<file path="config.mk">
export PLATFORM = sky130hd
export DESIGN_NAME = xfer_setup_flat
export DESIGN_NICKNAME = d
export VERILOG_FILES = /design/src/read_master_pkg.sv /design/src/rd_job_if.sv /design/src/xfer_setup.sv /design/src/flat_wrapper.sv
export SDC_FILE = /design/constraint.sdc
export NUM_CORES = 1
export LEC_CHECK = 0
export ABC_AREA = 1
export BUFFER_PORTS_ARGS = -buffer_cell sky130_fd_sc_hd__buf_2
export CAP_MARGIN = 10
export CORE_MARGIN = 10
export CORE_UTILIZATION = 51
export CTS_BUF_LIST = sky130_fd_sc_hd__clkbuf_16
export CTS_CLUSTER_DIAMETER = 60
export CTS_CLUSTER_SIZE = 20
export DETAILED_ROUTE_END_ITERATION = 7
export HOLD_SLACK_MARGIN = 0.02
export PLACE_DENSITY = 0.91
export SLEW_MARGIN = 30
export SYNTH_ARGS = -nofsm -noshare
export SYNTH_HDL_FRONTEND = slang
export SYNTH_SLANG_ARGS = --single-unit
</file>
<file path="constraint.sdc">
create_clock -name aclk -period 3.6 [get_ports aclk]
set_input_delay 0.36 -clock aclk [delete_from_list [all_inputs] [get_ports aclk]]
set_output_delay 0.36 -clock aclk [all_outputs]
set_load 0.005 [all_outputs]
</file>
<file path="src/read_master_pkg.sv">
// Burst read engine shared definitions
// Widths, burst geometry, outstanding budget and buffer sizing
// Vector types used between the blocks of the read engine
package read_master_pkg;

  ////////////////////////////////////////
  // Interface widths
  ////////////////////////////////////////
  localparam int ADDR_W      = 64;
  localparam int DATA_W      = 32;
  localparam int XFER_SIZE_W = 32;

  ////////////////////////////////////////
  // Burst geometry
  ////////////////////////////////////////
  // Protocol limits on a single AXI4 burst
  localparam int MAX_BURST_LEN   = 256;
  localparam int MAX_BURST_BYTES = 4096;
  localparam int BEAT_BYTES      = DATA_W / 8;
  localparam int BEAT_IDX_W      = $clog2(BEAT_BYTES);
  // Smaller of the beat limit and the 4 KB page limit
  localparam int BURST_BEATS     = (MAX_BURST_BYTES / BEAT_BYTES < MAX_BURST_LEN) ?
                                   MAX_BURST_BYTES / BEAT_BYTES : MAX_BURST_LEN;
  localparam int BURST_IDX_W     = $clog2(BURST_BEATS);
  localparam int BURST_BYTES     = BURST_BEATS * BEAT_BYTES;
  // Beat count width after dropping the byte index
  localparam int TOTAL_BEATS_W   = XFER_SIZE_W - BEAT_IDX_W;
  localparam int BURST_CNT_W     = TOTAL_BEATS_W - BURST_IDX_W;

  ////////////////////////////////////////
  // Outstanding budget and buffer
  ////////////////////////////////////////
  localparam int MAX_OUTSTANDING = 4;
  localparam int VACANCY_W       = $clog2(MAX_OUTSTANDING + 1);
  // Room for every beat of every burst in flight
  localparam int FIFO_DEPTH      = BURST_BEATS * MAX_OUTSTANDING;
  localparam int FIFO_PTR_W      = $clog2(FIFO_DEPTH);

  ////////////////////////////////////////
  // Types
  ////////////////////////////////////////
  typedef logic [ADDR_W-1:0]        addr_t;
  typedef logic [DATA_W-1:0]        data_t;
  typedef logic [XFER_SIZE_W-1:0]   xfer_size_t;
  typedef logic [TOTAL_BEATS_W-1:0] beat_cnt_t;
  typedef logic [BURST_CNT_W-1:0]   burst_cnt_t;
  typedef logic [BURST_IDX_W-1:0]   burst_len_t;
  typedef logic [VACANCY_W-1:0]     vacancy_t;
  typedef logic [FIFO_PTR_W-1:0]    fifo_ptr_t;

  // Low address bits inside one full burst
  localparam addr_t BURST_ADDR_MASK = addr_t'(BURST_BYTES - 1);

endpackage

</file>
<file path="src/rd_job_if.sv">
// Decoded read job
// Carries the job from the setup stage to the address issuer
// and to the R-channel completion tracker
`timescale 1ns/1ps

interface rd_job_if;

  // One-cycle job start
  logic                        start;
  // Aligned first burst address
  read_master_pkg::addr_t      base_addr;
  // Number of bursts minus one
  read_master_pkg::burst_cnt_t last_burst_idx;
  // arlen of the final burst
  read_master_pkg::burst_len_t final_len;

  modport setup (output start, output base_addr, output last_burst_idx, output final_len);

  modport issue (input start, input base_addr, input last_burst_idx, input final_len);

  // Completion side only needs the burst count
  modport track (input start, input last_burst_idx);

endinterface

</file>
<file path="src/xfer_setup.sv">
// Transfer setup
// Registers the control request and decodes it into a read job
// First stage rounds the size to beats and aligns the address
// Second stage splits the beats into bursts and fires the job start
`timescale 1ns/1ps

module xfer_setup (
  input  logic                        aclk,
  input  logic                        areset,
  input  logic                        ctrl_start,
  input  read_master_pkg::addr_t      ctrl_addr_offset,
  input  read_master_pkg::xfer_size_t ctrl_xfer_size_in_bytes,
  rd_job_if.setup                     job
);

  logic                       start_d1;
  // Total beats minus one
  read_master_pkg::beat_cnt_t total_len_r;
  read_master_pkg::addr_t     addr_aligned_r;

  ////////////////////////////////////////
  // Stage 1, capture on ctrl_start
  ////////////////////////////////////////
  always_ff @(posedge aclk) begin
    if (ctrl_start) begin
      // A partial last beat counts as a whole beat, so no minus one then
      total_len_r <= (ctrl_xfer_size_in_bytes[read_master_pkg::BEAT_IDX_W-1:0] != '0) ?
        ctrl_xfer_size_in_bytes[read_master_pkg::XFER_SIZE_W-1:read_master_pkg::BEAT_IDX_W] :
        ctrl_xfer_size_in_bytes[read_master_pkg::XFER_SIZE_W-1:read_master_pkg::BEAT_IDX_W]
          - 1'b1;
      // Clear the offset inside one burst
      addr_aligned_r <= ctrl_addr_offset & ~read_master_pkg::BURST_ADDR_MASK;
    end
  end

  ////////////////////////////////////////
  // Stage 2, split into bursts
  ////////////////////////////////////////
  // Job fields held until the next job
  always_ff @(posedge aclk) begin
    if (start_d1) begin
      job.base_addr      <= addr_aligned_r;
      job.last_burst_idx <= total_len_r[read_master_pkg::TOTAL_BEATS_W-1:
                                        read_master_pkg::BURST_IDX_W];
      job.final_len      <= total_len_r[read_master_pkg::BURST_IDX_W-1:0];
    end
  end

  // Two-stage delay of ctrl_start
  always_ff @(posedge aclk) begin
    if (areset) begin
      start_d1  <= 1'b0;
      job.start <= 1'b0;
    end else begin
      start_d1  <= ctrl_start;
      job.start <= start_d1;
    end
  end

endmodule

</file>
<file path="src/flat_wrapper.sv">
// flat-port wrapper written by rule: the top's interface ports become plain ports
module xfer_setup_flat 
  (aclk, areset, ctrl_start, ctrl_addr_offset, ctrl_xfer_size_in_bytes, job_start, job_base_addr, job_last_burst_idx, job_final_len);
  rd_job_if job_i ();
  input  logic aclk;
  input  logic areset;
  input  logic ctrl_start;
  input  read_master_pkg::addr_t ctrl_addr_offset;
  input  read_master_pkg::xfer_size_t ctrl_xfer_size_in_bytes;
  output wire logic [$bits(job_i.start)-1:0] job_start;
  output wire logic [$bits(job_i.base_addr)-1:0] job_base_addr;
  output wire logic [$bits(job_i.last_burst_idx)-1:0] job_last_burst_idx;
  output wire logic [$bits(job_i.final_len)-1:0] job_final_len;
  assign job_start = job_i.start;
  assign job_base_addr = job_i.base_addr;
  assign job_last_burst_idx = job_i.last_burst_idx;
  assign job_final_len = job_i.final_len;
  xfer_setup u_core (.aclk(aclk), .areset(areset), .ctrl_start(ctrl_start), .ctrl_addr_offset(ctrl_addr_offset), .ctrl_xfer_size_in_bytes(ctrl_xfer_size_in_bytes), .job(job_i));
endmodule
</file>
==> reports/results.ini <==
[layout]
final_core_util_pct = 65.1
final_cells = 730
fin_nets = 670
drive_gt1_share_pct = 37.6
area_growth_pct = 25.8
n_antenna_cell = 0

[clock_tree]
clk_pin_slew_ps = 70
cts_hold_buf = 0
cts_tree = yes
numCtsBuffers = 17
cts_resized = 0
clockBufferDepth = 2
cts_max_level = 4
post_cts_buffers = 0
root_buffer = clkbuf_16
clock_latency_ps = 420
cts.sink_count = 170

[setup_path]
critical_path_class = primary input to flip-flop
startpoint = ctrl_xfer_size_in_bytes[2]
rr_worst_depth = 1
critPathTopFamily = simple AND/OR/NAND/NOR gates
arrival_ps = 1570
worstPathCellList = buf_2 -> inv_1 -> ha_1 -> nand2_4 -> nor2_4 -> nand2_4 -> nor2_8 -> nand2_1 -> nand2_1 -> nand2_1
startpoint_type = primary input
crit_top_cell = nand2_1
rr_endpoint = u_core.job.last_burst_idx[7]$_DFFE_PP_
path_buf_inv = 2
critical_path.max_stage_delay_ps = 320
required_ps = 3770
crit_path_top_delay_cell = ha_1
worst-r2r-setup-slack_ps = 2250
path_max_fanout = 5
r2r_start = u_core.start_d1$_SDFF_PP0_
cp-end-kind = flip-flop

[timing]
slew_violations = 0
fmax_ghz = 0.712
finalHoldViolCount = 0
whs_ps = 112
relSlewSlack_pct = 47.2
fin_tns_setup_ps = 0
period_needed_ps = 1400
finalSetupViolations = 0
worst_slew_pin_slew_ps = 792
min_period_over_period_pct = 39.0
fin_skew_ps = 14.8
rsz0062_at_grt = no

[logic_synthesis]
synthCells = 378
synthSimpleGateAreaFrac_pct = 10.8
synthMuxAreaShare_pct = 0
ys_warn_count = 0
syn-cell-area_um2 = 6160
synth_top_family_by_area = simple AND/OR/NAND/NOR gates
synthAdderAreaFrac_pct = 0.203
synthXorXnorAreaFrac_pct = 2.54
synth_edf_count = 168
async_flop_share_pct = 0
synth_cell_type_count = 26
synth_ff_type = edfxtp_1
synth.ff_latch_count = 170
ys_seq_area_share_pct = 82.5
synth_compound_area_share_pct = 0.406
syn_area_per_cell_um2 = 16.3

[drt]
ant_nets = 0
via_per_inst = 4.89
wl_um = 13900
vias = 3569
drc = 0
drt_iter0_drc = 256
dr.pass1.iters = 4
post_drt_wl_per_cell_um = 19.1

[floorplan]
die_h_um = 130
core_um2 = 11900
die_area_um2 = 16900
initial_core_util_pct = 51.7
ios = 194
dieWidth_um = 130
num_rows = 40

[worst_hold_path]
hold_end = u_core.addr_aligned_r[51]$_DFFE_PP_
hold_path_depth = 1
hold_path.startpoint = ctrl_addr_offset[51]
hold_class = primary input to flip-flop

[global_route]
grt_pass1_wl_um = 19900
grt_pass1_vias = 3727
grt_overflow_total = 0
grt_max_degree = 86
grt_usage_pct = 16.0
antenna_found_initial = 0

[place]
gp_congestion = 0.844
portBuffers = 173
dp_hpwl_um = 10400
dp_cells = 697

[outcome]
status = finished, final reports clean

[power]
report.power.total_mw = 4.32
p_leak_nw = 3.17
irDropWorstVdd_mv = 0.355
power_density_nw_per_um2 = 558

[run]
drv_cap = 0

-- report_power, final --
group	total [mW]	internal, mW	switching, mW
Sequential	2.40	2.35	0.0509
Clock	1.68	0.952	0.724
Combinational	0.244	0.0998	0.145
Total	4.32	3.40	0.920
-- final cells by class --
| type | instances | area [µm²] |
|---|---|---|
| flip-flops and latches | 170 | 5090 |
| clock inverters | 15 | 125 |
| fillers | 861 | 4160 |
| multi-input cells | 170 | 897 |
| clock buffers | 17 | 425 |
| well taps | 147 | 184 |
| inverters | 37 | 139 |
| repair buffers | 174 | 892 |
-- flip-flops by register name, indices dropped and copies added, names as in the netlist --
name and flops:
u_core.addr_aligned_r 54, u_core.job.base_addr 54, u_core.total_len_r 30, u_core.job.last_burst_idx 22, u_core.job.final_len 8, u_core.job.start 1, u_core.start_d1 1
-- per-layer routing --
layer  part of all wire [%]  GRT usage [%]  routed length (µm)
met5                      0              0                   0
met4                    1.8           6.35                 246
met3                     11           7.02                1510
met2                     49           27.4                6860
met1                     38           17.0                5300
-- worst max-delay path by stage --
stage | slack [ps] | end | cells after the start
2_1_floorplan | 1030 | u_core.job.base_addr[10]$_DFFE_PP_ | 0
3_3_place_gp | 1790 | u_core.total_len_r[26]$_DFFE_PP_ | 10
3_5_place_dp | 1750 | u_core.total_len_r[22]$_DFFE_PP_ | 10
4_1_cts | 2100 | u_core.job.last_burst_idx[8]$_DFFE_PP_ | 0
5_1_grt | 2100 | u_core.total_len_r[22]$_DFFE_PP_ | 10
6_report | 2200 | u_core.total_len_r[22]$_DFFE_PP_ | 10
-- synth_stat cells, types with 2 or more instances --
master | count | area share [%]
xor2_1 | 13 | 1.8
nand2_2 | 2 | 0.20
buf_4 | 10 | 1.2
nand2_1 | 59 | 3.6
inv_1 | 37 | 2.3
xnor2_1 | 3 | 0.43
nor2_8 | 2 | 0.65
nor2_2 | 3 | 0.30
nor3_1 | 2 | 0.16
nand4_1 | 2 | 0.20
nand3_1 | 18 | 1.5
nor2_1 | 40 | 2.4
o21ai_1 | 3 | 0.24
edfxtp_1 | 168 | 82
nor2_4 | 3 | 0.55
dfxtp_1 | 2 | 0.65
nand2_4 | 2 | 0.37
-- logic make-up after synthesis --
| logic type | count (synthesis) |
|---|---|
| XOR/XNOR | 17 |
| AND/OR/NAND/NOR | 137 |
| other | 1 |
| buffers and inverters | 47 |
| flip-flops | 170 |
| AO/OA/AOI/OAI | 5 |
| adder cells (fa/ha/maj) | 1 |
-- metrics by stage --
stage          instance area (µm²)  setup WS, ps
2_1_floorplan                 6200          1030
3_3_place_gp                  7180          1790
3_5_place_dp                  7180          1750
4_1_cts                       7730          2100
5_1_grt                       7750          2100
6_report                      7750          2200
-- cells in the final DEF, fill, tap and decap left out, types with 3 or more instances in the layout --
cell	instances
clkinvlp_4	4
clkbuf_16	17
nand2_1	59
xnor2_1	3
xor2_1	13
inv_1	38
clkinv_1	4
o21ai_1	3
nand3_1	18
inv_6	4
edfxtp_1	168
buf_2	172
nor2_4	3
conb_1	10
nor2_1	40
nor2_2	3
No activity file was read; power rests on OpenSTA's default activity.
