File: config.mk
export PLATFORM = sky130hd
export DESIGN_NAME = ar_issue_flat
export DESIGN_NICKNAME = d
export VERILOG_FILES = /design/src/read_master_pkg.sv /design/src/rd_job_if.sv /design/src/ar_issue.sv /design/src/flat_wrapper.sv
export SDC_FILE = /design/constraint.sdc
export NUM_CORES = 1
export LEC_CHECK = 0
export BUFFER_PORTS_ARGS = -buffer_cell sky130_fd_sc_hd__buf_2
export CAP_MARGIN = 20
export CELL_PAD_IN_SITES_DETAIL_PLACEMENT = 1
export CELL_PAD_IN_SITES_GLOBAL_PLACEMENT = 2
export CORE_AREA = 2 2 145 147
export CTS_CLUSTER_DIAMETER = 40
export DETAILED_ROUTE_END_ITERATION = 8
export DIE_AREA = 0 0 147 149
export GPL_TIMING_DRIVEN = 0
export PLACE_DENSITY = 0.77
export SLEW_MARGIN = 20
export SYNTH_ARGS = -nofsm -noshare
export SYNTH_HDL_FRONTEND = slang
export SYNTH_SLANG_ARGS = --single-unit
File: constraint.sdc
create_clock -name aclk -period 2.4 [get_ports aclk]
set_input_delay 0.24 -clock aclk [delete_from_list [all_inputs] [get_ports aclk]]
set_output_delay 0.24 -clock aclk [all_outputs]
set_load 0.01 [all_outputs]
File: src/read_master_pkg.sv
// Burst read engine shared definitions
// Widths, burst geometry, outstanding budget and buffer sizing
// Vector types used between the blocks of the read engine
package read_master_pkg;

  ////////////////////////////////////////
  // Interface widths
  ////////////////////////////////////////
  localparam int ADDR_W      = 64;
  localparam int DATA_W      = 32;
  localparam int XFER_SIZE_W = 32;

  ////////////////////////////////////////
  // Burst geometry
  ////////////////////////////////////////
  // Protocol limits on a single AXI4 burst
  localparam int MAX_BURST_LEN   = 256;
  localparam int MAX_BURST_BYTES = 4096;
  localparam int BEAT_BYTES      = DATA_W / 8;
  localparam int BEAT_IDX_W      = $clog2(BEAT_BYTES);
  // Smaller of the beat limit and the 4 KB page limit
  localparam int BURST_BEATS     = (MAX_BURST_BYTES / BEAT_BYTES < MAX_BURST_LEN) ?
                                   MAX_BURST_BYTES / BEAT_BYTES : MAX_BURST_LEN;
  localparam int BURST_IDX_W     = $clog2(BURST_BEATS);
  localparam int BURST_BYTES     = BURST_BEATS * BEAT_BYTES;
  // Beat count width after dropping the byte index
  localparam int TOTAL_BEATS_W   = XFER_SIZE_W - BEAT_IDX_W;
  localparam int BURST_CNT_W     = TOTAL_BEATS_W - BURST_IDX_W;

  ////////////////////////////////////////
  // Outstanding budget and buffer
  ////////////////////////////////////////
  localparam int MAX_OUTSTANDING = 4;
  localparam int VACANCY_W       = $clog2(MAX_OUTSTANDING + 1);
  // Room for every beat of every burst in flight
  localparam int FIFO_DEPTH      = BURST_BEATS * MAX_OUTSTANDING;
  localparam int FIFO_PTR_W      = $clog2(FIFO_DEPTH);

  ////////////////////////////////////////
  // Types
  ////////////////////////////////////////
  typedef logic [ADDR_W-1:0]        addr_t;
  typedef logic [DATA_W-1:0]        data_t;
  typedef logic [XFER_SIZE_W-1:0]   xfer_size_t;
  typedef logic [TOTAL_BEATS_W-1:0] beat_cnt_t;
  typedef logic [BURST_CNT_W-1:0]   burst_cnt_t;
  typedef logic [BURST_IDX_W-1:0]   burst_len_t;
  typedef logic [VACANCY_W-1:0]     vacancy_t;
  typedef logic [FIFO_PTR_W-1:0]    fifo_ptr_t;

  // Low address bits inside one full burst
  localparam addr_t BURST_ADDR_MASK = addr_t'(BURST_BYTES - 1);

endpackage

File: src/rd_job_if.sv
// Decoded read job
// Carries the job from the setup stage to the address issuer
// and to the R-channel completion tracker
`timescale 1ns/1ps

interface rd_job_if;

  // One-cycle job start
  logic                        start;
  // Aligned first burst address
  read_master_pkg::addr_t      base_addr;
  // Number of bursts minus one
  read_master_pkg::burst_cnt_t last_burst_idx;
  // arlen of the final burst
  read_master_pkg::burst_len_t final_len;

  modport setup (output start, output base_addr, output last_burst_idx, output final_len);

  modport issue (input start, input base_addr, input last_burst_idx, input final_len);

  // Completion side only needs the burst count
  modport track (input start, input last_burst_idx);

endinterface

File: src/ar_issue.sv
// Read address issuer
// Walks the job burst by burst on the AXI4 AR channel
// Holds a budget of outstanding bursts so the data buffer never overflows
// A slot comes back each time a full burst leaves on the stream
`timescale 1ns/1ps

module ar_issue (
  input  logic                        aclk,
  input  logic                        areset,
  rd_job_if.issue                     job,
  input  logic                        burst_drained,
  output logic                        m_axi_arvalid,
  input  logic                        m_axi_arready,
  output read_master_pkg::addr_t      m_axi_araddr,
  output read_master_pkg::burst_len_t m_axi_arlen
);

  logic                        ar_idle;
  logic                        arxfer;
  logic                        ar_final;
  logic                        ar_done;
  logic                        stall_ar;
  read_master_pkg::addr_t      addr;
  read_master_pkg::burst_cnt_t bursts_to_go;
  read_master_pkg::vacancy_t   vacancy;

  assign arxfer  = m_axi_arvalid & m_axi_arready;
  // Count reaches zero on the last burst of the job
  assign ar_final = (bursts_to_go == '0);
  assign ar_done  = ar_final & arxfer;
  assign stall_ar = (vacancy == '0);

  ////////////////////////////////////////
  // AR channel outputs
  ////////////////////////////////////////
  assign m_axi_araddr = addr;
  // Full length except on the final burst
  assign m_axi_arlen  = ar_final ? job.final_len :
                                   read_master_pkg::burst_len_t'(read_master_pkg::BURST_BEATS - 1);

  // Raise valid only from low, so one idle cycle follows every accepted address
  always_ff @(posedge aclk) begin
    if (areset) begin
      m_axi_arvalid <= 1'b0;
    end else if (!ar_idle && !stall_ar && !m_axi_arvalid) begin
      m_axi_arvalid <= 1'b1;
    end else if (m_axi_arready) begin
      m_axi_arvalid <= 1'b0;
    end
  end

  ////////////////////////////////////////
  // Job progress
  ////////////////////////////////////////
  // Nothing to issue while idle
  always_ff @(posedge aclk) begin
    if (areset) begin
      ar_idle <= 1'b1;
    end else if (job.start) begin
      ar_idle <= 1'b0;
    end else if (ar_done) begin
      ar_idle <= 1'b1;
    end
  end

  // Next burst address
  always_ff @(posedge aclk) begin
    if (job.start) begin
      addr <= job.base_addr;
    end else if (arxfer) begin
      addr <= addr + read_master_pkg::addr_t'(read_master_pkg::BURST_BYTES);
    end
  end

  // Bursts left after the current one
  always_ff @(posedge aclk) begin
    if (areset) begin
      bursts_to_go <= '0;
    end else if (job.start) begin
      bursts_to_go <= job.last_burst_idx;
    end else if (arxfer && !ar_final) begin
      bursts_to_go <= bursts_to_go - 1'b1;
    end
  end

  ////////////////////////////////////////
  // Outstanding budget
  ////////////////////////////////////////
  // Issue and drain in one cycle cancel out
  always_ff @(posedge aclk) begin
    if (areset) begin
      vacancy <= read_master_pkg::vacancy_t'(read_master_pkg::MAX_OUTSTANDING);
    end else if (arxfer && !burst_drained) begin
      vacancy <= vacancy - 1'b1;
    end else if (burst_drained && !arxfer) begin
      vacancy <= vacancy + 1'b1;
    end
  end

endmodule

File: src/flat_wrapper.sv
// flat-port wrapper written by rule: the top's interface ports become plain ports
module ar_issue_flat 
  (aclk, areset, burst_drained, m_axi_arvalid, m_axi_arready, m_axi_araddr, m_axi_arlen, job_start, job_base_addr, job_last_burst_idx, job_final_len);
  rd_job_if job_i ();
  input  logic aclk;
  input  logic areset;
  input  logic burst_drained;
  output logic m_axi_arvalid;
  input  logic m_axi_arready;
  output read_master_pkg::addr_t m_axi_araddr;
  output read_master_pkg::burst_len_t m_axi_arlen;
  input wire logic [$bits(job_i.start)-1:0] job_start;
  input wire logic [$bits(job_i.base_addr)-1:0] job_base_addr;
  input wire logic [$bits(job_i.last_burst_idx)-1:0] job_last_burst_idx;
  input wire logic [$bits(job_i.final_len)-1:0] job_final_len;
  assign job_i.start = job_start;
  assign job_i.base_addr = job_base_addr;
  assign job_i.last_burst_idx = job_last_burst_idx;
  assign job_i.final_len = job_final_len;
  ar_issue u_core (.aclk(aclk), .areset(areset), .job(job_i), .burst_drained(burst_drained), .m_axi_arvalid(m_axi_arvalid), .m_axi_arready(m_axi_arready), .m_axi_araddr(m_axi_araddr), .m_axi_arlen(m_axi_arlen));
endmodule
==> out/metrics.csv <==
stage,metric,value,unit
status,outcome,"complete, no violations",
timing,fin_crit_sh,0.997,
synth,synth-seq-cells,91,
floorplan,core_region_area,20600,µm²
cts,numCtsBuffers,9,
critical_path,timing.rr.start,u_core.m_axi_araddr[30],
critical_path,r2r_slack,7,ps
synth,yosysTopAreaCellShare,0.358,
grt,use_met1,0.231,
synth,async_flop_share,0,
timing,max-slew-margin-rel,0.325,
synth,synth_top_family_by_area,simple AND/OR/NAND/NOR gates,
routing,wl_per_cell,17.7,µm
grt,grt_pass1_wl,30200,µm
synth,synthTopCellsByArea,"edfxtp_1, dfxtp_1, xnor2_1",
cts,clk_latency,350,ps
floorplan,die_x,147,µm
floorplan,die_y,149,µm
routing,finalWirelength,19300,µm
critical_path,critPathCaptureType,register,
synth,synth_mux_area_frac,0.00582,
grt,grt_max_degree,55,
power,powerDensity,596,nW/µm²
flow_run,max_cap_viol_count,0,
synth,synth_commonest_cells,"nand2_1, edfxtp_1, o21ai_0",
timing,period_minus_slack,2390,ps
routing,via_per_inst,4.92,
place,place.detailed.hpwl,13800,µm
timing,finClkSkew,7.36,ps
grt,grt_overflow,0,
min_path,min_delay_path_depth,3,
place,port_buffers,170,
synth,yosys_warnings,0,
power,power.switching,0.00124,W
grt,antenna_found_initial,1,
cts,cts_tree,yes,
synth,ys_types,48,
routing,vias,5356,
min_path,min_path_type,in2reg,
grt,grt_pass1_vias,5381,
grt,use_met3,0.0257,
routing,first_pass_iters,5,
synth,synth_simple_gate_area_frac,0.271,
synth,netlist_area,5370,µm²
synth,synth_xor_area_frac,0.0897,
cells_and_area,final_nets,912,
critical_path,critPathMaxFanout,7,
cts,clock_path_buffers,2,
timing,finalHoldViolations,0,
cells_and_area,utilization,0.356,
power,clock_power_share,0.353,
synth,yosys.area.top_type,edfxtp_1,
synth,syn_nets,700,
synth,avgSynthCellArea,9.01,µm²
critical_path,crit_start,u_core.m_axi_araddr[30],
timing,drv_slew,0,
routing,drc,0,
floorplan,row_count,53,
synth,synth_seq_area_share,0.458,
synth,synth-main-ff-cell,edfxtp_1,
timing,rsz0062_at_grt,true,
synth,synth_fa_ha_area_frac,0.0130,
cells_and_area,fillers,2489,
timing,fmax,0.418,GHz
synth,synth_edf_count,64,
synth,synth_most_common_cell,nand2_1,
routing,drtIter0Drc,237,
grt,grtUsageTotal,0.176,
floorplan,die_area,21900,µm²
floorplan,start_util,0.261,
grt,grt-busiest-layer,met2,
min_path,hold_path_end,u_core.bursts_to_go[10],
power,internal_power,0.00311,W
cts,clockRootBuffer,clkbuf_16,
grt,met2_usage,0.305,
cells_and_area,area_growth,36.1,%
cts,holdBufCountCts,0,
critical_path,r2r_cells,5,
cts,cts_sinks,91,
place,place_area,6580,µm²
power,p_comb_frac,0.189,
power,leakage,2.74,nW
timing,setup-violations-final,0,
routing,drtAntennaViolNets,0,
synth,netlist_instances,596,
synth,synth-compound-area-share,0.118,
cts,cts_max_level,3,
critical_path,reg2reg_to,u_core.m_axi_araddr[62],
critical_path,cp.required,2600,ps
critical_path,arrival,2590,ps
cells_and_area,drive_gt1_frac,0.312,
place,place_inst,1041,
critical_path,crit_type,reg2reg,
place,gp_congestion,0.813,
cells_and_area,final_cells,1089,
timing,worst_pin_slew,1000,ps
power,swShare,0.286,
cells_and_area,final_cell_area,7310,µm²
critical_path,critPathLaunchType,register,
timing,holdWs,148,ps
power,sequentialPowerShare,0.457,
power,ir_drop,0.297,mV
floorplan,ios,172,
cts,clkTransAtPathRegs,70,ps
min_path,min_from,job_last_burst_idx[10],
## worst max-delay path, stage by stage (launching register included)
cell	delay, ps
edfxtp_1	440
nand3_2	110
or4_4	550
or4b_4	590
or3_1	370
a31oi_1	180
## per-stage QoR
step	setup slack, ps	setup TNS [ps]	power, W
2_1_floorplan	-208	-645	0.00240
3_3_place_gp	-850	-59850	0.00273
3_5_place_dp	-673	-34810	0.00274
4_1_cts	-60.5	-88.4	0.00438
5_1_grt	-93.2	-208	0.00456
6_report	7.35	0	0.00435
## cell families (layout without fill, tap and decap cells)
| group | count (synthesis) | after routing |
|---|---|---|
| simple gates | 277 | 277 |
| fa+ha+maj | 5 | 5 |
| other cells | 0 | 1 |
| mux | 3 | 3 |
| xor+xnor | 55 | 55 |
| compound gates | 104 | 104 |
| flops | 91 | 91 |
| buf+inv | 61 | 278 |
## routing by layer
layer | up-vias | share of wire
met3 | 14 | 0.049
li1 | 2604 | -
met5 | - | 0
met4 | 0 | 0.011
met2 | 151 | 0.50
met1 | 2587 | 0.44
## worst max-delay path by stage
stage               slack (ps)                       to  cells past startpoint
finish                       7  u_core.m_axi_araddr[62]                      5
global placement          -850  u_core.m_axi_araddr[27]                      5
CTS                        -60  u_core.m_axi_araddr[60]                      7
global route               -90  u_core.m_axi_araddr[62]                      6
detailed placement        -670   u_core.bursts_to_go[0]                      5
floorplan                 -210  u_core.m_axi_araddr[58]                      8
## what timing repair did
item / in CTS / in global routing
resized for setup: 22 / 22
pin swaps: 13 / 11
setup endpoints to repair: 57 / 95
buffers inserted: 30 / 8
## state kept, by name (all words and copies together) (netlist names)
signal                flops
u_core.bursts_to_go      22
u_core.m_axi_arvalid      1
u_core.vacancy            3
u_core.m_axi_araddr      64
u_core.ar_idle            1
## cell usage in the layout, fill, tap and decap left out, drive strengths merged, types with 27 or more instances in the layout
cell type / count
nor2: 33
clkbuf: 39
buf: 210
edfxtp: 64
xnor2: 38
dfxtp: 27
o21ai: 52
nand2: 80
nand3: 29
## area by class of cell
class                           instances  area, µm²  share of cell area
Timing Repair Buffer                  208       1140               0.155
Sequential cell                        91       2460               0.337
Tap cell                              275        344              0.0471
Clock inverter                          6       80.1              0.0110
Multi-Input combinational cell        444       2850               0.389
Inverter                               23       86.3              0.0118
Buffer                                 31        125              0.0171
Antenna cell                            1       2.50            0.000342
Clock buffer                           10        229              0.0313
## power by group through the flow
stage	sequential, W	combinational, W	clock [W]
floorplan	0.00204	0.000351	0
global placement	0.00204	0.000697	0
detailed placement	0.00204	0.000706	0
CTS	0.00199	0.000814	0.00158
global route	0.00201	0.000918	0.00162
finish	0.00199	0.000824	0.00154
Note: power is estimated with default switching activity, not from simulation.
