==> src/read_master_pkg.sv <==
// Burst read engine shared definitions
// Widths, burst geometry, outstanding budget and buffer sizing
// Vector types used between the blocks of the read engine
package read_master_pkg;

  ////////////////////////////////////////
  // Interface widths
  ////////////////////////////////////////
  localparam int ADDR_W      = 64;
  localparam int DATA_W      = 32;
  localparam int XFER_SIZE_W = 32;

  ////////////////////////////////////////
  // Burst geometry
  ////////////////////////////////////////
  // Protocol limits on a single AXI4 burst
  localparam int MAX_BURST_LEN   = 256;
  localparam int MAX_BURST_BYTES = 4096;
  localparam int BEAT_BYTES      = DATA_W / 8;
  localparam int BEAT_IDX_W      = $clog2(BEAT_BYTES);
  // Smaller of the beat limit and the 4 KB page limit
  localparam int BURST_BEATS     = (MAX_BURST_BYTES / BEAT_BYTES < MAX_BURST_LEN) ?
                                   MAX_BURST_BYTES / BEAT_BYTES : MAX_BURST_LEN;
  localparam int BURST_IDX_W     = $clog2(BURST_BEATS);
  localparam int BURST_BYTES     = BURST_BEATS * BEAT_BYTES;
  // Beat count width after dropping the byte index
  localparam int TOTAL_BEATS_W   = XFER_SIZE_W - BEAT_IDX_W;
  localparam int BURST_CNT_W     = TOTAL_BEATS_W - BURST_IDX_W;

  ////////////////////////////////////////
  // Outstanding budget and buffer
  ////////////////////////////////////////
  localparam int MAX_OUTSTANDING = 4;
  localparam int VACANCY_W       = $clog2(MAX_OUTSTANDING + 1);
  // Room for every beat of every burst in flight
  localparam int FIFO_DEPTH      = BURST_BEATS * MAX_OUTSTANDING;
  localparam int FIFO_PTR_W      = $clog2(FIFO_DEPTH);

  ////////////////////////////////////////
  // Types
  ////////////////////////////////////////
  typedef logic [ADDR_W-1:0]        addr_t;
  typedef logic [DATA_W-1:0]        data_t;
  typedef logic [XFER_SIZE_W-1:0]   xfer_size_t;
  typedef logic [TOTAL_BEATS_W-1:0] beat_cnt_t;
  typedef logic [BURST_CNT_W-1:0]   burst_cnt_t;
  typedef logic [BURST_IDX_W-1:0]   burst_len_t;
  typedef logic [VACANCY_W-1:0]     vacancy_t;
  typedef logic [FIFO_PTR_W-1:0]    fifo_ptr_t;

  // Low address bits inside one full burst
  localparam addr_t BURST_ADDR_MASK = addr_t'(BURST_BYTES - 1);

endpackage

==> src/rd_job_if.sv <==
// Decoded read job
// Carries the job from the setup stage to the address issuer
// and to the R-channel completion tracker
`timescale 1ns/1ps

interface rd_job_if;

  // One-cycle job start
  logic                        start;
  // Aligned first burst address
  read_master_pkg::addr_t      base_addr;
  // Number of bursts minus one
  read_master_pkg::burst_cnt_t last_burst_idx;
  // arlen of the final burst
  read_master_pkg::burst_len_t final_len;

  modport setup (output start, output base_addr, output last_burst_idx, output final_len);

  modport issue (input start, input base_addr, input last_burst_idx, input final_len);

  // Completion side only needs the burst count
  modport track (input start, input last_burst_idx);

endinterface

==> src/r_completion_tracker.sv <==
// R-channel completion tracker
// Counts bursts coming back on the R channel against the job
// Pulses done for one cycle after the final rlast beat
`timescale 1ns/1ps

module r_completion_tracker (
  input  logic    aclk,
  input  logic    areset,
  rd_job_if.track job,
  input  logic    m_axi_rvalid,
  input  logic    m_axi_rlast,
  output logic    ctrl_done
);

  read_master_pkg::burst_cnt_t r_bursts_to_go;
  logic                        burst_end;
  logic                        r_final;

  // Every rvalid cycle is a transfer, ready is tied high
  assign burst_end = m_axi_rvalid & m_axi_rlast;
  assign r_final   = (r_bursts_to_go == '0);

  // Bursts still expected after the current one
  always_ff @(posedge aclk) begin
    if (areset) begin
      r_bursts_to_go <= '0;
    end else if (job.start) begin
      r_bursts_to_go <= job.last_burst_idx;
    end else if (burst_end && !r_final) begin
      r_bursts_to_go <= r_bursts_to_go - 1'b1;
    end
  end

  // One-cycle pulse, no further rlast until the next job
  always_ff @(posedge aclk) begin
    if (areset) begin
      ctrl_done <= 1'b0;
    end else begin
      ctrl_done <= burst_end & r_final;
    end
  end

endmodule

==> src/flat_wrapper.sv <==
// flat-port wrapper written by rule: the top's interface ports become plain ports
module r_completion_tracker_flat 
  (aclk, areset, m_axi_rvalid, m_axi_rlast, ctrl_done, job_start, job_last_burst_idx);
  rd_job_if job_i ();
  input  logic aclk;
  input  logic areset;
  input  logic m_axi_rvalid;
  input  logic m_axi_rlast;
  output logic ctrl_done;
  input wire logic [$bits(job_i.start)-1:0] job_start;
  input wire logic [$bits(job_i.last_burst_idx)-1:0] job_last_burst_idx;
  assign job_i.start = job_start;
  assign job_i.last_burst_idx = job_last_burst_idx;
  r_completion_tracker u_core (.aclk(aclk), .areset(areset), .job(job_i), .m_axi_rvalid(m_axi_rvalid), .m_axi_rlast(m_axi_rlast), .ctrl_done(ctrl_done));
endmodule
==> config.mk <==
export PLATFORM = sky130hd
export DESIGN_NAME = r_completion_tracker_flat
export DESIGN_NICKNAME = d
export VERILOG_FILES = /design/src/read_master_pkg.sv /design/src/rd_job_if.sv /design/src/r_completion_tracker.sv /design/src/flat_wrapper.sv
export SDC_FILE = /design/constraint.sdc
export NUM_CORES = 1
export LEC_CHECK = 0
export BUFFER_PORTS_ARGS = -buffer_cell sky130_fd_sc_hd__buf_2
export CORE_UTILIZATION = 45
export CTS_CLUSTER_DIAMETER = 40
export DETAILED_ROUTE_END_ITERATION = 8
export MAX_ROUTING_LAYER = met4
export PLACE_DENSITY = 0.75
export REMOVE_ABC_BUFFERS = 1
export SKIP_LAST_GASP = 1
export SLEW_MARGIN = 20
export SYNTH_ARGS = -nofsm -noshare
export SYNTH_HDL_FRONTEND = slang
export SYNTH_SLANG_ARGS = --single-unit
==> constraint.sdc <==
create_clock -name aclk -period 2 [get_ports aclk]
set_input_delay 0.3 -clock aclk [delete_from_list [all_inputs] [get_ports aclk]]
set_output_delay 0.3 -clock aclk [all_outputs]
set_load 0.01 [all_outputs]
==> results.md, run 1 <==
- GRT busiest layer: met2
- CP Launch Point: u_core.r_bursts_to_go[8]$_SDFFE_PP0P_
- DRT Wirelength: around 4000 µm
- Mapped Area: between 1000 and 1500 µm²
- Wire per inst: between 10 and 15 µm
- Worst-Skew Late Latency: 0.32 ns
- Endpoints failing setup: 16
- Nets: between 200 and 300
- Clk sinks: 23
- Initial drt markers: 84
- Hold Worst Slack: 0.214 ns
- VDD IR-drop max: 377 µV
- Grt met3 use: 0.0371
- Post-route insts no fill: 267
- Status: finished with violations
- Initial Utilization: 0.477
- Syn. warnings: 0
- FF-to-FF Start: u_core.r_bursts_to_go[8]$_SDFFE_PP0P_
- Global Route Usage Sum: 0.254
- Setup crit start kind: register
- Vias in the first global route: 1,424
- Sw Share: 0.330
- Share of cells above drive strength 1: 0.435
- Max-slew headroom: 0.613
- Rows: 20
- Clock root cell: clkbuf_4
- Syn Inst Count: 169
- Die H: about 59 µm
- # port buffers: 27
- H-tree depth: 1
- Yosys top cell area share: 0.314
- P_sw: 0.000369 W
- Final hold vios: 0
- WHS Path Cells: 3
- Worst-margin pin slew: roughly 0.58 ns
- Post-detailed-route via-to-cell ratio: about 5.6
- Antenna Violating Nets Remaining: 0
- Period utilization: 1.07
- DRC: 0
- Area of the core: about 3100 µm²
- Synth unique cells: approximately 50
- Setup ws final: -0.138 ns
- Die footprint: 3490 µm²
- Seq/Total Area, Yosys: 0.314
- FF+latch count, synth: 23
- Period minus WS final: 2.14 ns
- Clock share of power: 0.200
- HP Class: primary input to register
- Commonest cells post-synth: 23 x dfxtp_1, 21 x nor2_1, 11 x a211oi_1
- Dpl cells: 260
- CTS tree: done
- Via Count: 1,502
- Final Slew Violations: 0
- Initial antenna violation count: 0
- Achievable frequency: between 400 and 500 MHz
- Post-synth EDFFs: 0
- Pwr dens: ~560 nW/µm²
- Clk_skew: 0.00714 ns
- I/O Pins: 28
- Worst-case reg-to-reg path depth: 7
- GP Congestion: 0.934
- Grt met1 use: 0.299
- Antenna cells: 0
- Pre-antenna DRT Iters: 5
- Met2 usage in global routing: 0.430
- Max-cap violation count: 0
- Area delta synth->final: 36.9%
- Clock-pin slew on the worst setup and hold paths: 0.13 ns
- WP data arrival: 2.36 ns
- Sequential share of power: 0.468
- Fin area: 2010 µm²
- Violated checks: negative setup slack
- RR Endpoint: u_core.r_bursts_to_go[11]$_SDFFE_PP0P_
- Post-DP Area: 1840 µm²
- Setup_tns: -1.00 ns
- Syn Area/Cell: 8.68 µm²
- Post-DP HPWL: 2870 µm
- Filler cell count: 256
- Async SR Flop Fraction: 0
- RSZ-0062 raised after global routing: yes
- Critical path destination: u_core.r_bursts_to_go[11]$_SDFFE_PP0P_
- Crit Path Max Fanout: 6
- Place WS: -0.181 ns
- CTS Buf Count: 3
- Global-route wire length before repair: 6450 µm
- Crit Path Class: register to register
- Total grt overflow: 0
- CTS max path bufs: 2
- Combinational share of power: 0.332
- Cts hold-fix bufs: 0
- Yosys top cell by area: dfxtp_1
- Worst EP required: 2.22 ns
- Register-to-register setup slack: -0.14 ns
- P_int: ~0.00075 W
- Pin count of the biggest net entering global routing: 28
- Most numerous cell in the Yosys netlist: dfxtp_1
- Leak: 0.773 nW
- Crit. End Element: register
- Synth top area cells: dfxtp_1 31%, a211oi_1 5.6%, nor2_1 5.4%
- Die width: 59.1 µm
- Post-synth top flop: dfxtp_1
[timing repair]
action / CTS / global route
buffers inserted: 2 / 1
setup endpoints to repair: 21 / 22
gates resized for setup: 11 / 13
pin swaps: 13 / 9
[logic make-up after synthesis]
logic type / Yosys count / share of synthesized area
buf+inv: 19 / 0.0580
mux: 3 / 0.0213
compound gates: 38 / 0.226
flops: 23 / 0.314
simple gates: 76 / 0.319
xor+xnor: 9 / 0.0537
fa+ha+maj: 1 / 0.00852
[flip-flops by register name (all words and copies together) (netlist names)]
signal,count
u_core.r_bursts_to_go,22
u_core.ctrl_done,1
[worst min path at each step]
stage                                                     start                                      to
final                                    job_last_burst_idx[18]  u_core.r_bursts_to_go[18]$_SDFFE_PP0P_
after global routing                     job_last_burst_idx[18]  u_core.r_bursts_to_go[18]$_SDFFE_PP0P_
after CTS                                job_last_burst_idx[18]  u_core.r_bursts_to_go[18]$_SDFFE_PP0P_
after detailed placement  u_core.r_bursts_to_go[3]$_SDFFE_PP0P_   u_core.r_bursts_to_go[3]$_SDFFE_PP0P_
after global placement    u_core.r_bursts_to_go[3]$_SDFFE_PP0P_   u_core.r_bursts_to_go[3]$_SDFFE_PP0P_
after floorplan                                          areset  u_core.r_bursts_to_go[20]$_SDFFE_PP0P_
[through the flow]
| step | power, W | utilization |
|---|---|---|
| after floorplan | 0.000695 | - |
| after global placement | 0.000839 | 0.596 |
| after detailed placement | 0.000852 | 0.596 |
| after CTS | 0.00109 | 0.625 |
| after global routing | 0.00118 | 0.653 |
| final | 0.00112 | 0.653 |
[per-layer routing]
layer  up-vias  share of wire
met1       709           0.45
met2        37           0.49
met3         6          0.037
met5         -              0
li1        750              -
met4         0          0.018
[cell type report]
| type | count | area [µm²] | share of cell area |
|---|---|---|---|
| Sequential cell | 23 | 464 | 0.231 |
| Multi-Input combinational cell | 127 | 1040 | 0.516 |
| Inverter | 8 | 30.0 | 0.0149 |
| Clock buffer | 4 | 26.3 | 0.0131 |
| Timing Repair Buffer | 61 | 398 | 0.198 |
| Tap cell | 44 | 55.1 | 0.0274 |
[worst max-delay path, stage by stage, from the launching register on]
cell,delay [ns]
dfxtp_2,0.35
or4_4,0.55
nor4b_4,0.28
buf_6,0.17
a41o_1,0.23
buf_4,0.14
o21ai_1,0.06
a311oi_1,0.27
[placed cells by master (no fill, tap or decap), types with 5 or more instances in the layout]
cell type and n:
inv_1 8, nor2_1 20, a311oi_1 5, buf_4 32
a211oi_1 9, or3_1 5, nor3_1 6, buf_2 27
nand2_1 9, dfxtp_1 20, nand3_1 5, xnor2_1 7
[power by group through the flow]
stage	logic [W]	registers [W]	clock network [W]
floorplan	0.000164	0.000532	0
global placement	0.000310	0.000528	0
detailed placement	0.000321	0.000531	0
CTS	0.000342	0.000522	0.000222
global route	0.000403	0.000528	0.000252
finish	0.000371	0.000524	0.000224
No activity file was read; power rests on OpenSTA's default activity.
==> inputs of run 2 (changes only) <==
--- a/config.mk
+++ b/config.mk
@@ -12,7 +12,7 @@
 export MAX_ROUTING_LAYER = met4
 export PLACE_DENSITY = 0.75
 export REMOVE_ABC_BUFFERS = 1
-export SKIP_LAST_GASP = 1
+export SKIP_CTS_REPAIR_TIMING = 1
 export SLEW_MARGIN = 20
 export SYNTH_ARGS = -nofsm -noshare
 export SYNTH_HDL_FRONTEND = slang
==> run 2 against run 1 <==
Net effect: the flow still finishes with violations (negative setup slack); clock-buffer cell count unchanged; hold slack improved by 0.021 ns; sequential share of layout area increased by 0.21 points; wire length increased by 2.4%; core utilization decreased by 0.77 points; clock skew decreased by 0.0029 ns; sequential cell count unchanged; die area unchanged; maximum frequency decreased by 5.9%; total power decreased by 0.98%; register-to-register slack got worse by 0.13 ns; critical path type unchanged; critical endpoint is now u_core.r_bursts_to_go[3]$_SDFFE_PP0P_; largest cell class unchanged; largest power group unchanged.
==> results.md, run 2 (synthesis results as in run 1) <==
- Status: finished with violations
- Violated checks: negative setup slack
- Area of the core: 3080 µm²
- Max-cap violation count: 0
- Die width: between 50 and 60 µm
- Rows: 20
- Clock root cell: clkbuf_4
- Total grt overflow: 0
- Worst-margin pin slew: roughly 0.58 ns
- Antenna Violating Nets Remaining: 0
- Leak: 0.772 nW
- Register-to-register setup slack: -0.27 ns
- Final hold vios: 0
- Worst-Skew Late Latency: 0.30 ns
- Most frequent cells in the layout: 34 x buf_4, 27 x buf_2, 21 x dfxtp_1
- Initial Utilization: 0.477
- Max reg flops: 22
- Period minus WS final: 2.27 ns
- RSZ-0062 raised after global routing: yes
- Initial drt markers: 73
- Hold worst-path end: u_core.r_bursts_to_go[18]$_SDFFE_PP0P_
- Max-slew headroom: 0.615
- Crit Path Max Fanout: 8
- WHS Path Cells: 3
- H-tree depth: 1
- Share of cells above drive strength 1: 0.420
- Crit. End Element: register
- Post-route insts no fill: 268
- RR Endpoint: u_core.r_bursts_to_go[3]$_SDFFE_PP0P_
- WP data arrival: 2.49 ns
- CTS Buf Count: 3
- Wire per inst: 15.1 µm
- # port buffers: 27
- Setup crit start kind: register
- Die footprint: 3490 µm²
- Area delta synth->final: 35.3%
- Pin count of the biggest net entering global routing: 28
- Pwr dens: between 500 and 600 nW/µm²
- HP Class: primary input to register
- Hold Startpoint: job_last_burst_idx[18]
- DRT Wirelength: 4050 µm
- VDD IR-drop max: about 430 µV
- Hold Worst Slack: 0.235 ns
- GP Congestion: between 0.9 and 1
- Tot Pwr: 0.00111 W
- Pre-antenna DRT Iters: 4
- Vias in the first global route: 1,417
- Clock-pin slew on the worst setup and hold paths: 0.13 ns
- Clk_skew: between 0.004 and 0.005 ns
- Clk sinks: 23
- Largest registers: u_core.r_bursts_to_go: 22 flops, u_core.ctrl_done: 1 flops
- Worst-case reg-to-reg path depth: 7
- Antenna cells: 0
- Crit Path Class: register to register
- Post-DP Area: about 1800 µm²
- Fin area: 1990 µm²
- Most common cell after layout, fill and taps aside: buf_4
- CTS max path bufs: 2
- Initial antenna violation count: 0
- FF-to-FF Start: u_core.r_bursts_to_go[16]$_SDFFE_PP0P_
- Global Route Usage Sum: 0.244
- Post-DP HPWL: 2870 µm
- Filler cell count: 260
- CTS tree: done
- Achievable frequency: 440 MHz
- Period utilization: 1.14
- Top reg by flops: u_core.r_bursts_to_go
- Via Count: 1,553
- Final Slew Violations: 0
- Post-detailed-route via-to-cell ratio: approximately 5.8
- Dpl cells: 260
- DRC: 0
- Die H: approximately 59 µm
- Worst EP required: approximately 2.2 ns
- Endpoints failing setup: 18
- I/O Pins: 28
- Global-route wire length before repair: 6330 µm
- Nets: between 200 and 300
- Setup ws final: -0.271 ns
run 2: cell types whose count changed in the layout (fill, tap and decap cells not counted), sizes merged:
cell | previous run | this run
buf | 61 | 62
run 2: area by class of cell:
cell class / count / area, µm² / area share
multi-input combinational: 127 / 1010 / 0.509
clock buffer: 4 / 26.3 / 0.0132
timing repair buffer: 62 / 402 / 0.202
sequential: 23 / 463 / 0.233
inverter: 8 / 30.0 / 0.0151
tap: 44 / 55.1 / 0.0277
run 2: power breakdown:
part	switching (W)	total, W	internal, W
combinational	0.000190	0.000369	0.000179
clock	0.000137	0.000215	0.0000777
sequential	0.0000321	0.000524	0.000492
run 2: worst max-delay path, stage by stage, from the launching register on:
cell      delay (ns)
dfxtp_2         0.35
or4_4           0.55
nor4b_4         0.37
buf_4           0.20
a41o_1          0.23
buf_6           0.15
o41ai_2         0.06
a311oi_1        0.27
run 2: worst max-delay path by stage:
stage	from	end	slack, ns	depth (start not counted)
after detailed placement	u_core.r_bursts_to_go[13]$_SDFFE_PP0P_	u_core.r_bursts_to_go[3]$_SDFFE_PP0P_	-0.18	6
after floorplan	u_core.r_bursts_to_go[8]$_SDFFE_PP0P_	u_core.r_bursts_to_go[1]$_SDFFE_PP0P_	-0.30	5
after CTS	u_core.r_bursts_to_go[13]$_SDFFE_PP0P_	u_core.r_bursts_to_go[3]$_SDFFE_PP0P_	-0.22	6
after global routing	u_core.r_bursts_to_go[16]$_SDFFE_PP0P_	u_core.r_bursts_to_go[3]$_SDFFE_PP0P_	-0.34	7
after global placement	u_core.r_bursts_to_go[13]$_SDFFE_PP0P_	u_core.r_bursts_to_go[5]$_SDFFE_PP0P_	-0.08	6
final	u_core.r_bursts_to_go[16]$_SDFFE_PP0P_	u_core.r_bursts_to_go[3]$_SDFFE_PP0P_	-0.27	7
run 2: layer usage:
layer | share of wire | GRT usage
met1 | 0.43 | 0.297
met2 | 0.51 | 0.422
met3 | 0.055 | 0.0262
met4 | 0.0042 | 0.0714
met5 | 0 | -
run 2: through the flow:
| stage | setup slack [ns] | TNS (ns) | util |
|---|---|---|---|
| 6_report | -0.271 | -2.76 | 0.645 |
| 5_1_grt | -0.341 | -4.33 | 0.645 |
| 4_1_cts | -0.222 | -2.66 | 0.605 |
| 3_5_place_dp | -0.181 | -1.61 | 0.596 |
| 3_3_place_gp | -0.0775 | -0.478 | 0.596 |
| 2_1_floorplan | -0.300 | -2.33 | - |
